[src/hdl/qerv_pkg.sv]
package qerv_pkg;

   localparam int XLEN    = 32;
   localparam int W       = 4;
   localparam int NIBBLES = XLEN / W;
   localparam int REG_AW  = 5;

   localparam logic [XLEN-1:0] RESET_PC = '0;

   // Major opcodes
   localparam logic [6:0] OPC_OP     = 7'b0110011;
   localparam logic [6:0] OPC_OP_IMM = 7'b0010011;

   localparam logic [2:0] F3_ADD = 3'b000;
   localparam logic [2:0] F3_XOR = 3'b100;
   localparam logic [2:0] F3_OR  = 3'b110;
   localparam logic [2:0] F3_AND = 3'b111;

   localparam logic [6:0] F7_ZERO = 7'h00;
   localparam logic [6:0] F7_SUB  = 7'h20;

   // ALU result select
   localparam logic [1:0] SEL_ADD = 2'd0;
   localparam logic [1:0] SEL_XOR = 2'd1;
   localparam logic [1:0] SEL_OR  = 2'd2;
   localparam logic [1:0] SEL_AND = 2'd3;

   // Sequencer states
   localparam logic [1:0] ST_FETCH = 2'd0;
   localparam logic [1:0] ST_REQ   = 2'd1;
   localparam logic [1:0] ST_WAIT  = 2'd2;
   localparam logic [1:0] ST_RUN   = 2'd3;

   typedef logic [W-1:0]      nibble_t;
   typedef logic [REG_AW-1:0] reg_addr_t;
   typedef logic [2:0]        cnt_idx_t;

   typedef struct packed {
      logic [6:0] funct7;
      reg_addr_t  rs2;
      reg_addr_t  rs1;
      logic [2:0] funct3;
      reg_addr_t  rd;
      logic [6:0] opcode;
   } r_insn_t;

   typedef struct packed {
      logic [11:0] imm12;
      reg_addr_t   rs1;
      logic [2:0]  funct3;
      reg_addr_t   rd;
      logic [6:0]  opcode;
   } i_insn_t;

   // Same word seen as R-type or I-type
   typedef union packed {
      r_insn_t r;
      i_insn_t i;
   } insn_u;

   typedef struct packed {
      logic       sub;
      logic       use_imm;
      logic [1:0] rd_sel;
   } alu_ctrl_t;

   typedef struct packed {
      logic en;
      logic first;
      logic done;
   } cnt_t;

endpackage

[src/hdl/qerv_state.sv]
module qerv_state (
   input  logic                      clk,
   input  logic                      i_rst_n,
   input  logic                      i_ibus_ack,
   input  logic                      i_rf_ready,
   input  logic                      i_rd_write,
   output logic                      o_ibus_cyc,
   output logic [qerv_pkg::XLEN-1:0] o_ibus_adr,
   output logic                      o_rf_rreq,
   output logic                      o_wen0,
   output qerv_pkg::cnt_t            o_cnt
);

   import qerv_pkg::*;

   logic [1:0] state;
   logic [1:0] state_nxt;
   cnt_idx_t   cnt_idx;
   logic       run;
   logic       last;

   assign run  = (state == ST_RUN);
   assign last = run && (cnt_idx == cnt_idx_t'(NIBBLES - 1));

   always_comb begin
      state_nxt = state;
      case (state)
         ST_FETCH: begin
            if (i_ibus_ack) begin
               state_nxt = ST_REQ;
            end
         end
         // Decode settles here before the register read
         ST_REQ: begin
            state_nxt = ST_WAIT;
         end
         ST_WAIT: begin
            if (i_rf_ready) begin
               state_nxt = ST_RUN;
            end
         end
         ST_RUN: begin
            if (last) begin
               state_nxt = ST_FETCH;
            end
         end
         default: begin
            state_nxt = ST_FETCH;
         end
      endcase
   end

   always_ff @(posedge clk or negedge i_rst_n) begin
      if (!i_rst_n) begin
         state     <= ST_FETCH;
         cnt_idx   <= '0;
         o_rf_rreq <= 1'b0;
      end else begin
         state <= state_nxt;
         // Pulse lands in the first wait cycle
         o_rf_rreq <= (state == ST_REQ);
         if (run) begin
            cnt_idx <= cnt_idx + cnt_idx_t'(1);
         end
      end
   end

   // PC steps once the last nibble has gone out
   always_ff @(posedge clk or negedge i_rst_n) begin
      if (!i_rst_n) begin
         o_ibus_adr <= RESET_PC;
      end else if (last) begin
         o_ibus_adr <= o_ibus_adr + XLEN'(4);
      end
   end

   assign o_ibus_cyc = (state == ST_FETCH);
   assign o_wen0     = run && i_rd_write;

   assign o_cnt.en    = run;
   assign o_cnt.first = run && (cnt_idx == '0);
   assign o_cnt.done  = last;

endmodule

[src/hdl/qerv_decode.sv]
module qerv_decode (
   input  logic                      clk,
   input  logic                      i_rst_n,
   input  logic [qerv_pkg::XLEN-1:0] i_ibus_rdt,
   input  logic                      i_ibus_ack,
   input  qerv_pkg::cnt_t            i_cnt,
   output qerv_pkg::reg_addr_t       o_rs1,
   output qerv_pkg::reg_addr_t       o_rs2,
   output qerv_pkg::reg_addr_t       o_rd,
   output qerv_pkg::alu_ctrl_t       o_alu_ctrl,
   output qerv_pkg::nibble_t         o_imm,
   output logic                      o_rd_write
);

   import qerv_pkg::*;

   insn_u           rdt;
   insn_u           insn;
   logic [XLEN-1:0] imm_sh;
   logic [6:0]      opcode;
   logic [2:0]      funct3;
   logic [6:0]      funct7;
   logic            is_op;
   logic            is_op_imm;
   logic            f3_kept;
   logic            f7_kept;
   logic            kept;

   assign rdt = i_ibus_rdt;

   always_ff @(posedge clk or negedge i_rst_n) begin
      if (!i_rst_n) begin
         insn <= '0;
      end else if (i_ibus_ack) begin
         insn <= rdt;
      end
   end

   // Immediate leaves LSB nibble first
   always_ff @(posedge clk) begin
      if (i_ibus_ack) begin
         imm_sh <= {{(XLEN - 12){rdt.i.imm12[11]}}, rdt.i.imm12};
      end else if (i_cnt.en) begin
         imm_sh <= {{W{imm_sh[XLEN-1]}}, imm_sh[XLEN-1:W]};
      end
   end

   assign o_imm = imm_sh[W-1:0];

   assign opcode = insn.r.opcode;
   assign funct3 = insn.r.funct3;
   assign funct7 = insn.r.funct7;

   assign is_op     = (opcode == OPC_OP);
   assign is_op_imm = (opcode == OPC_OP_IMM);

   assign f3_kept = (funct3 == F3_ADD) || (funct3 == F3_XOR) ||
                    (funct3 == F3_OR)  || (funct3 == F3_AND);

   // Only ADD may carry the SUB bit
   assign f7_kept = (funct7 == F7_ZERO) ||
                    ((funct7 == F7_SUB) && (funct3 == F3_ADD));

   assign kept = (is_op && f3_kept && f7_kept) || (is_op_imm && f3_kept);

   assign o_rd_write = kept && (insn.r.rd != '0);

   always_comb begin
      o_alu_ctrl.sub     = is_op && funct7[5];
      o_alu_ctrl.use_imm = is_op_imm;
      case (funct3)
         F3_XOR:  o_alu_ctrl.rd_sel = SEL_XOR;
         F3_OR:   o_alu_ctrl.rd_sel = SEL_OR;
         F3_AND:  o_alu_ctrl.rd_sel = SEL_AND;
         default: o_alu_ctrl.rd_sel = SEL_ADD;
      endcase
   end

   assign o_rs1 = insn.r.rs1;
   assign o_rs2 = insn.r.rs2;
   assign o_rd  = insn.r.rd;

endmodule

[src/hdl/qerv_alu.sv]
module qerv_alu (
   input  logic                clk,
   input  logic                i_rst_n,
   input  qerv_pkg::cnt_t      i_cnt,
   input  qerv_pkg::alu_ctrl_t i_ctrl,
   input  qerv_pkg::nibble_t   i_rs1,
   input  qerv_pkg::nibble_t   i_rs2,
   input  qerv_pkg::nibble_t   i_imm,
   output qerv_pkg::nibble_t   o_rd
);

   import qerv_pkg::*;

   nibble_t    op_b;
   nibble_t    add_b;
   logic       carry_in;
   logic       carry_q;
   logic [W:0] sum;

   assign op_b  = i_ctrl.use_imm ? i_imm : i_rs2;
   assign add_b = i_ctrl.sub ? ~op_b : op_b;

   // Two's complement plus one enters on the first nibble
   assign carry_in = i_cnt.first ? i_ctrl.sub : carry_q;

   assign sum = {1'b0, i_rs1} + {1'b0, add_b} + {{W{1'b0}}, carry_in};

   always_ff @(posedge clk or negedge i_rst_n) begin
      if (!i_rst_n) begin
         carry_q <= 1'b0;
      end else if (i_cnt.en) begin
         carry_q <= sum[W];
      end
   end

   always_comb begin
      case (i_ctrl.rd_sel)
         SEL_XOR: o_rd = i_rs1 ^ op_b;
         SEL_OR:  o_rd = i_rs1 | op_b;
         SEL_AND: o_rd = i_rs1 & op_b;
         default: o_rd = sum[W-1:0];
      endcase
   end

endmodule

[src/hdl/qerv_top.sv]
module qerv_top (
   input  logic                      clk,
   input  logic                      i_rst_n,
   // Instruction bus
   output logic [qerv_pkg::XLEN-1:0] o_ibus_adr,
   output logic                      o_ibus_cyc,
   input  logic [qerv_pkg::XLEN-1:0] i_ibus_rdt,
   input  logic                      i_ibus_ack,
   // Register file
   output logic                      o_rf_rreq,
   input  logic                      i_rf_ready,
   output qerv_pkg::reg_addr_t       o_rreg0,
   output qerv_pkg::reg_addr_t       o_rreg1,
   input  qerv_pkg::nibble_t         i_rdata0,
   input  qerv_pkg::nibble_t         i_rdata1,
   output qerv_pkg::reg_addr_t       o_wreg0,
   output logic                      o_wen0,
   output qerv_pkg::nibble_t         o_wdata0
);

   import qerv_pkg::*;

   cnt_t      cnt;
   alu_ctrl_t alu_ctrl;
   nibble_t   imm;
   logic      rd_write;

   qerv_state state_i (
      .clk        (clk),
      .i_rst_n    (i_rst_n),
      .i_ibus_ack (i_ibus_ack),
      .i_rf_ready (i_rf_ready),
      .i_rd_write (rd_write),
      .o_ibus_cyc (o_ibus_cyc),
      .o_ibus_adr (o_ibus_adr),
      .o_rf_rreq  (o_rf_rreq),
      .o_wen0     (o_wen0),
      .o_cnt      (cnt)
   );

   qerv_decode decode_i (
      .clk        (clk),
      .i_rst_n    (i_rst_n),
      .i_ibus_rdt (i_ibus_rdt),
      .i_ibus_ack (i_ibus_ack),
      .i_cnt      (cnt),
      .o_rs1      (o_rreg0),
      .o_rs2      (o_rreg1),
      .o_rd       (o_wreg0),
      .o_alu_ctrl (alu_ctrl),
      .o_imm      (imm),
      .o_rd_write (rd_write)
   );

   // Result nibble goes straight to the write port
   qerv_alu alu_i (
      .clk     (clk),
      .i_rst_n (i_rst_n),
      .i_cnt   (cnt),
      .i_ctrl  (alu_ctrl),
      .i_rs1   (i_rdata0),
      .i_rs2   (i_rdata1),
      .i_imm   (imm),
      .o_rd    (o_wdata0)
   );

endmodule

[config.mk]
export PLATFORM = sky130hd
export DESIGN_NAME = qerv_top
export DESIGN_NICKNAME = d
export VERILOG_FILES = /design/src/hdl/qerv_pkg.sv /design/src/hdl/qerv_state.sv /design/src/hdl/qerv_decode.sv /design/src/hdl/qerv_alu.sv /design/src/hdl/qerv_top.sv
export SDC_FILE = /design/constraint.sdc
export NUM_CORES = 1
export LEC_CHECK = 0
export BUFFER_PORTS_ARGS = -buffer_cell sky130_fd_sc_hd__buf_4
export CAP_MARGIN = 20
export CORE_MARGIN = 10
export CORE_UTILIZATION = 45
export CTS_BUF_LIST = sky130_fd_sc_hd__clkbuf_8 sky130_fd_sc_hd__clkbuf_16
export DETAILED_ROUTE_END_ITERATION = 8
export MAX_ROUTING_LAYER = met4
export PLACE_DENSITY = 0.79
export SETUP_SLACK_MARGIN = 0.05
export SKIP_CTS_REPAIR_TIMING = 1
export SLEW_MARGIN = 25
export SYNTH_ARGS = -nofsm -noshare
export SYNTH_HDL_FRONTEND = slang
export SYNTH_SLANG_ARGS = --single-unit
[constraint.sdc]
create_clock -name clk -period 3.2 [get_ports clk]
set_input_delay 0 -clock clk [delete_from_list [all_inputs] [get_ports clk]]
set_output_delay 0 -clock clk [all_outputs]
set_load 0.005 [all_outputs]
==> Yosys cells after proc, flatten, opt, wreduce, memory -nomap -nowiden <==
Index checks and enable logic that the tools add are counted.
{ "word_totals": {"reg_bits": 103, "inputBits": 44, "out_inout_bits": 54, "wordCells": 64} }
{ "op_classes": {"n_addsub": 4, "n_eq_ne": 16, "n_mux": 11, "bitwise_logic": 4, "reduce_logical": 21} }
{ "ops": {"columns": ["operator", "n"], "rows": [
  ["$add 32x3->32 const B", 1],
  ["$mux 32", 1],
  ["$mux 31", 1],
  ["$eq 7x6->1 const B", 2],
  ["$eq 3x3->1 const B", 4],
  ["$pmux 4 s3", 1],
  ["$logic_and 1x1->1", 9],
  ["$eq 2x2->1 const B", 4],
  ["$mux 4", 2],
  ["$pmux 2 s4", 1],
  ["$eq 7x5->1 const B", 1],
  ["$logic_not 7->1", 1],
  ["$logic_not 3->1", 2],
  ["$mux 2", 3],
  ["$pmux 2 s3", 1],
  ["$add 4x4->5", 1],
  ["$add 5x1->5", 1],
  ["$logic_or 1x1->1", 5],
  ["$reduce_bool 5->1", 1],
  ["$and 4x4->4", 1],
  ["$eq 2x1->1 const B", 2],
  ["$ne 2x2->1 const B", 2],
  ["$not 4->4", 1],
  ["$or 4x4->4", 1],
  ["other kinds (7)", 7]
]} }

==> Logic depth before layout (Yosys ltp) <==
{ "depth": {"ltp_word": 9, "ltp_mapped": 11, "ltp_nobuf": 11} }

==> By module <==
A second synthesis with hierarchy kept.
{ "hier_totals": {"hier_cells": 393, "hier_area_um2": 4369.2} }
{ "modules_own_cells": {"columns": ["mod", "n_inst", "cells_per_inst", "area_per_inst_um2", "seq_area_each_um2"], "rows": [
  ["qerv_decode", 1, 178, 2105.8, 1311.3],
  ["qerv_state", 1, 161, 1773.0, 900.9],
  ["qerv_alu", 1, 54, 490.5, 25.0]
]} }

==> Worst setup path before layout <==
No wires, ideal clock.
{ "synth_timing": {"path_kind": "flip-flop to output port", "start": "register decode_i.insn[6] (netlist name)", "end": "output o_wdata0[3]", "t_arrival_ns": 2.662, "setup_slack_ns": 0.538, "path_stages_with_launch": 10, "cell_sequence": "dfrtp_1 or4b_4 or3_1 buf_6 o221a_2 ha_1 nor2b_1 o21a_1 or3_1 a31o_2"} }
{ "synth_via": {"elab_chain_cells": 7} }
{ "synth_rtl": {"columns": ["element", "line_no", "rtl"], "rows": [
  ["start: declaration", "qerv_decode.sv:18", "insn_u insn;"],
  ["start signal: assignment", "qerv_decode.sv:35", "insn <= rdt;"],
  ["$eq 7x5->1", "qerv_decode.sv:55", "assign is_op_imm = (opcode == OPC_OP_IMM);"],
  ["$mux 4", "qerv_alu.sv:20", "assign op_b = i_ctrl.use_imm ? i_imm : i_rs2;"],
  ["$not 4->4", "qerv_alu.sv:21", "assign add_b = i_ctrl.sub ? ~op_b : op_b;"],
  ["$mux 4", "qerv_alu.sv:21", null],
  ["$add 4x4->5", "qerv_alu.sv:26", "assign sum = {1'b0, i_rs1} + {1'b0, add_b} + {{W{1'b0}}, carry_in};"],
  ["$add 5x1->5", "qerv_alu.sv:26", null],
  ["$pmux 4 s3 (*)", "qerv_alu.sv:37", "case (i_ctrl.rd_sel)"],
  ["end: declaration", "qerv_top.sv:18", "output qerv_pkg::nibble_t o_wdata0"]
]} }
Every way passes the cells marked *; elsewhere a longest branch is shown, timed or not.

==> Final worst setup path <==
{ "layout_timing": {"start": "register decode_i.insn[3] (netlist name)", "end": "output o_wdata0[1]"} }
The elaborated chain is that of the path after synthesis.

==> results by stage <==
Die:
- The initial core utilization is a little under half.
- The number of rows in the core area is 35.
- The overall die height is ~120 um.
- The die span in x is 118 um.
- The die covers ~14000 sq um.
- just under 100 I/O pins were placed.
- The core region is about 9300 sq um.

Place:
- The placed standard-cell area is between 5000 and 6000 sq um.
- The final weighted congestion of routability-driven global placement is 0.925.
- The HPWL after detailed placement is a little over 7 mm.
- In this run the tool buffered the top-level ports with 95 buffer cells.

GRT:
- The global-route wire length before repair is between 15 and 20 mm.
- The largest net degree at the start of global routing is 70.
- The via count of the first global-routing pass is about 3.2k.
- The sum of overflow across all layers after global routing is 0.
- The overall global routing resource usage is 14.4%.
- The initial antenna violation count is 0.

Worst setup path:
- For the worst setup path, the data arrival time is 3.19 ns.
- Setup slack on the worst reg-to-reg path comes out at around 0.48 ns.
- The largest individual stage delay along the critical path comes from the cell fa_1.
- The terminus of the critical flop-to-flop path is alu_i.carry_q.
- The most critical setup path has its endpoint at o_wdata0[1].
- The beginning of the worst register-to-register path is decode_i.insn[3].
- In this run the worst setup path begins at decode_i.insn[3].
- Among cell families on the critical path, the largest total delay comes from simple AND/OR/NAND/NOR gates.
- The highest cell delay on the worst timing path is approximately 0.57 ns.
- For the worst setup path, the data required time is approximately 3.2 ns.
- The critical path crosses 10 cells after its start point.
- The cell depth of the worst flop-to-flop path is 10.
- The type of element capturing the critical path is an output port.
- The largest fanout on the critical path is 4.
- The worst setup path is launched from a flip-flop.
- The worst setup path category is flip-flop to output port.
- Traced cell by cell, the critical path runs through or4b_4, or2_4, nor3_4, a21oi_2, fa_2, fa_1, nor2_1, a31oi_1, o221ai_1, buf_4.
- The worst path buffer plus inverter count is 1.

Synthesis:
- Counting every instance in the synthesized netlist gives 398.
- The largest total area in the synthesized netlist belongs to dfrtp_1.
- The proportion of synthesized chip area in sequential cells is approximately half.
- The number of different library cells used by synthesis comes to 47.
- The most used flip-flop cell after synthesis is dfrtp_1.
- The total standard cell area after synthesis is ~4300 sq um.
- In the synthesized netlist the async set-or-reset flop fraction comes to 80.2%.
- Ranked by total cell area, the synthesized netlist is headed by dfrtp_1 (40%), edfxtp_1 (12%), ha_1 (5.5%).
- The average instance in the mapped netlist occupies approximately 11 sq um.
- In this run, synthesis inferred 17 flip-flops with an integrated enable.
- The total of warnings raised by yosys is 0.
- The share of Yosys cell area claimed by the top area cell type is between 30% and 40%.
- In this run, synthesis produced a sequential element count of between 80 and 90.

STA:
- The final-report max-slew violation count is 0.
- After layout, the minimum clock period comes to 3.19 ns.
- The worst slew margin relative to its limit is 41.7%.
- The worst clock skew on the final layout is between 0.015 and 0.02 ns.
- The final-report setup violation count is 0.
- Setup repair after global routing could not meet its margin everywhere.
- The hold violation count in the final report is 0.
- For this run, the top clock speed supported by timing is around 310 MHz.
- The slew at the pin closest to its max-slew limit is around 0.87 ns.
- The total negative setup slack is 0 ns.
- The post-route clock period utilization is between 90% and 100%.

Drt:
- The average routed wire per standard cell is between 15 and 20 um.
- The wire length reported by the detailed router is roughly 10 mm.
- The via total after detailed routing is between 3k and 4k.
- The count of antenna-violating nets left after detailed routing is 0.
- The number of design-rule violations left by the first detailed-router iteration is around 190.
- The number of vias per cell is around 5.0.
- The count of TritonRoute iterations in the first routing pass is 4.
- After detailed routing, the number of remaining DRC violations is 0.

Clocking:
- The depth of the CTS H-tree is 3.
- The clock passes through at most 2 buffers.
- The tree built by TritonCTS fans out to between 80 and 90 sinks.
- The clock tree from TritonCTS is done.
- Clock tree synthesis selected as its root buffer the cell clkbuf_8.
- The clock transition at the registers of the reported paths is 0.08 ns.
- At the later pin of the worst-skew pair, clock insertion delay measures approximately 0.35 ns.
- Buffers inserted during clock tree synthesis total 9.

Cells and area:
- After filler insertion, the fill cell instance count of the layout stands at between 700 and 800.
- For this run, the post-layout net count is just under 600.
- The signed area change from the synthesized netlist to the final layout is 30.3%.
- The finished cells cover approximately 5600 sq um.
- Cells with a size suffix above 1 make up between 30% and 40% of the layout.
- The final core area utilization is ~60%.
- The area of combinational cells with multiple inputs is around 1800 sq um.
- The final antenna diode count is 0.
- The sequential cells in the finished layout cover a total of about 2200 sq um.

Power:
- The clock network is responsible for about a quarter of the overall power.
- Of the total power, registers draw about 50%.
- The leakage power total is ~0.0027 uW.
- In this run switching power makes up ~30% of total power.
- The proportion of power drawn by combinational gates is a little under a quarter.
- VDD sags by at most about 0.32 mV.
- The switching power is 815 uW.
- The internal portion of the total power is approximately 1900 uW.
- Power spread over the standard cell area amounts to 488 nW/um^2.

Hold path:
- In this run the worst hold path is classified as input port to flip-flop.
- In this run the most critical hold path is launched from i_ibus_rdt[31].

Job:
- The number of max-capacitance violations reported is 0.

Outcome:
- The flow ran to the end, and the final reports show no timing, DRC or antenna violations.
==> sequential cells by signal, summed over array words and instances, names as in the netlist <==
| signal | flops |
|---|---|
| alu_i.carry_q | 1 |
| decode_i.imm_sh | 17 |
| decode_i.insn | 32 |
| state_i.cnt_idx | 3 |
| state_i.o_ibus_adr | 30 |
| state_i.o_rf_rreq | 1 |
| state_i.state | 2 |
==> Yosys cell counts (3+ instances only) <==
library cell  number
clkbuf_1          10
and3_1             4
xor2_1             8
o21ai_0           33
mux2_4             4
mux2_2            21
nand2_1           39
xnor2_1           23
ha_1              19
nand4_1           10
inv_2              4
or2_2              6
a21o_1             8
buf_4             17
nand3_1           16
and4_1             3
inv_1             32
edfxtp_1          17
nor3_1             3
o22ai_1            4
dfrtp_1           69
nor2b_1            4
a21oi_1            6
nor2_1             9
==> layer usage <==
| metal | vias to the layer above | GRT usage [%] | share of wire [%] |
|---|---|---|---|
| li1 | 1580 | - | - |
| met1 | 1544 | 17.6 | 44 |
| met2 | 82 | 22.7 | 50 |
| met3 | 18 | 4.46 | 4.7 |
| met4 | 0 | 3.79 | 1.5 |
| met5 | - | - | 0 |
==> how the worst min path moves through the flow <==
stage                             endpoint  slack [ns]  cells past startpoint
global placement    state_i.o_ibus_adr[18]        0.17                      1
CTS                 state_i.o_ibus_adr[14]       -0.23                      1
global route              state_i.state[1]        0.09                      5
floorplan                    alu_i.carry_q       -0.30                      0
detailed placement  state_i.o_ibus_adr[14]        0.18                      1
finish                   decode_i.insn[31]        0.07                      4
==> worst min-delay path, delay by kind of cell <==
family / cells / cell delay (ns)
buffers and inverters: 2 / 0.24
and+or+nand+nor: 1 / 0.04
AOI/OAI and AO/OA: 1 / 0.11
==> logic make-up after synthesis <==
logic type	after synthesis	synth area share [%]
AND/OR/NAND/NOR	106	12.6
XOR/XNOR	31	6.27
AO/OA/AOI/OAI	63	8.81
other	1	0.0866
multiplexers	25	6.85
buffers and inverters	65	7.28
flip-flops	86	51.7
adder cells (fa/ha/maj)	21	6.41
==> cell type report <==
cell class	count	area share, %
Inverter	36	2.39
Tap cell	129	2.86
Timing Repair Buffer	134	19.3
Sequential cell	86	39.6
Clock inverter	6	0.887
Multi-Input combinational cell	248	32.5
Clock buffer	10	2.44
==> metrics by stage <==
step / std cells / total power [uW] / hold slack, ns / worst slack (ns)
floorplan: 399 / 1750 / -0.296 / 0.538
global placement: 597 / 1970 / 0.173 / 0.291
detailed placement: 597 / 2010 / 0.178 / 0.238
CTS: 613 / 2740 / -0.229 / -0.157
global route: 649 / 2940 / 0.0884 / -0.116
finish: 649 / 2750 / 0.0692 / 0.00713
==> cells in the final DEF, fill, tap and decap left out, drive strengths merged, types with 3 or more instances in the layout <==
master       Yosys  routed
and4             3       3
o21ai           33      33
nand4           10      10
a21o             8       8
xor2             8       8
xnor2           23      23
dfrtp           69      69
nor2             9       9
nor4             3       3
buf             19     101
ha              19      19
a21oi            6       6
nand2           39      39
dlygate4sd3      0      32
nor3             4       4
o22ai            4       4
and3             4       4
or2              6       6
nand3           16      16
clkbuf          10      11
inv             36      40
nor2b            4       4
edfxtp          17      17
mux2            25      25
==> power groups by stage <==
stage,sequential (uW),combinational (uW),clock [uW]
global route,1400,742,797
finish,1380,656,719
CTS,1380,614,749
floorplan,1370,388,0
global placement,1390,582,0
detailed placement,1400,612,0
Power figures use the tool's default switching activity.
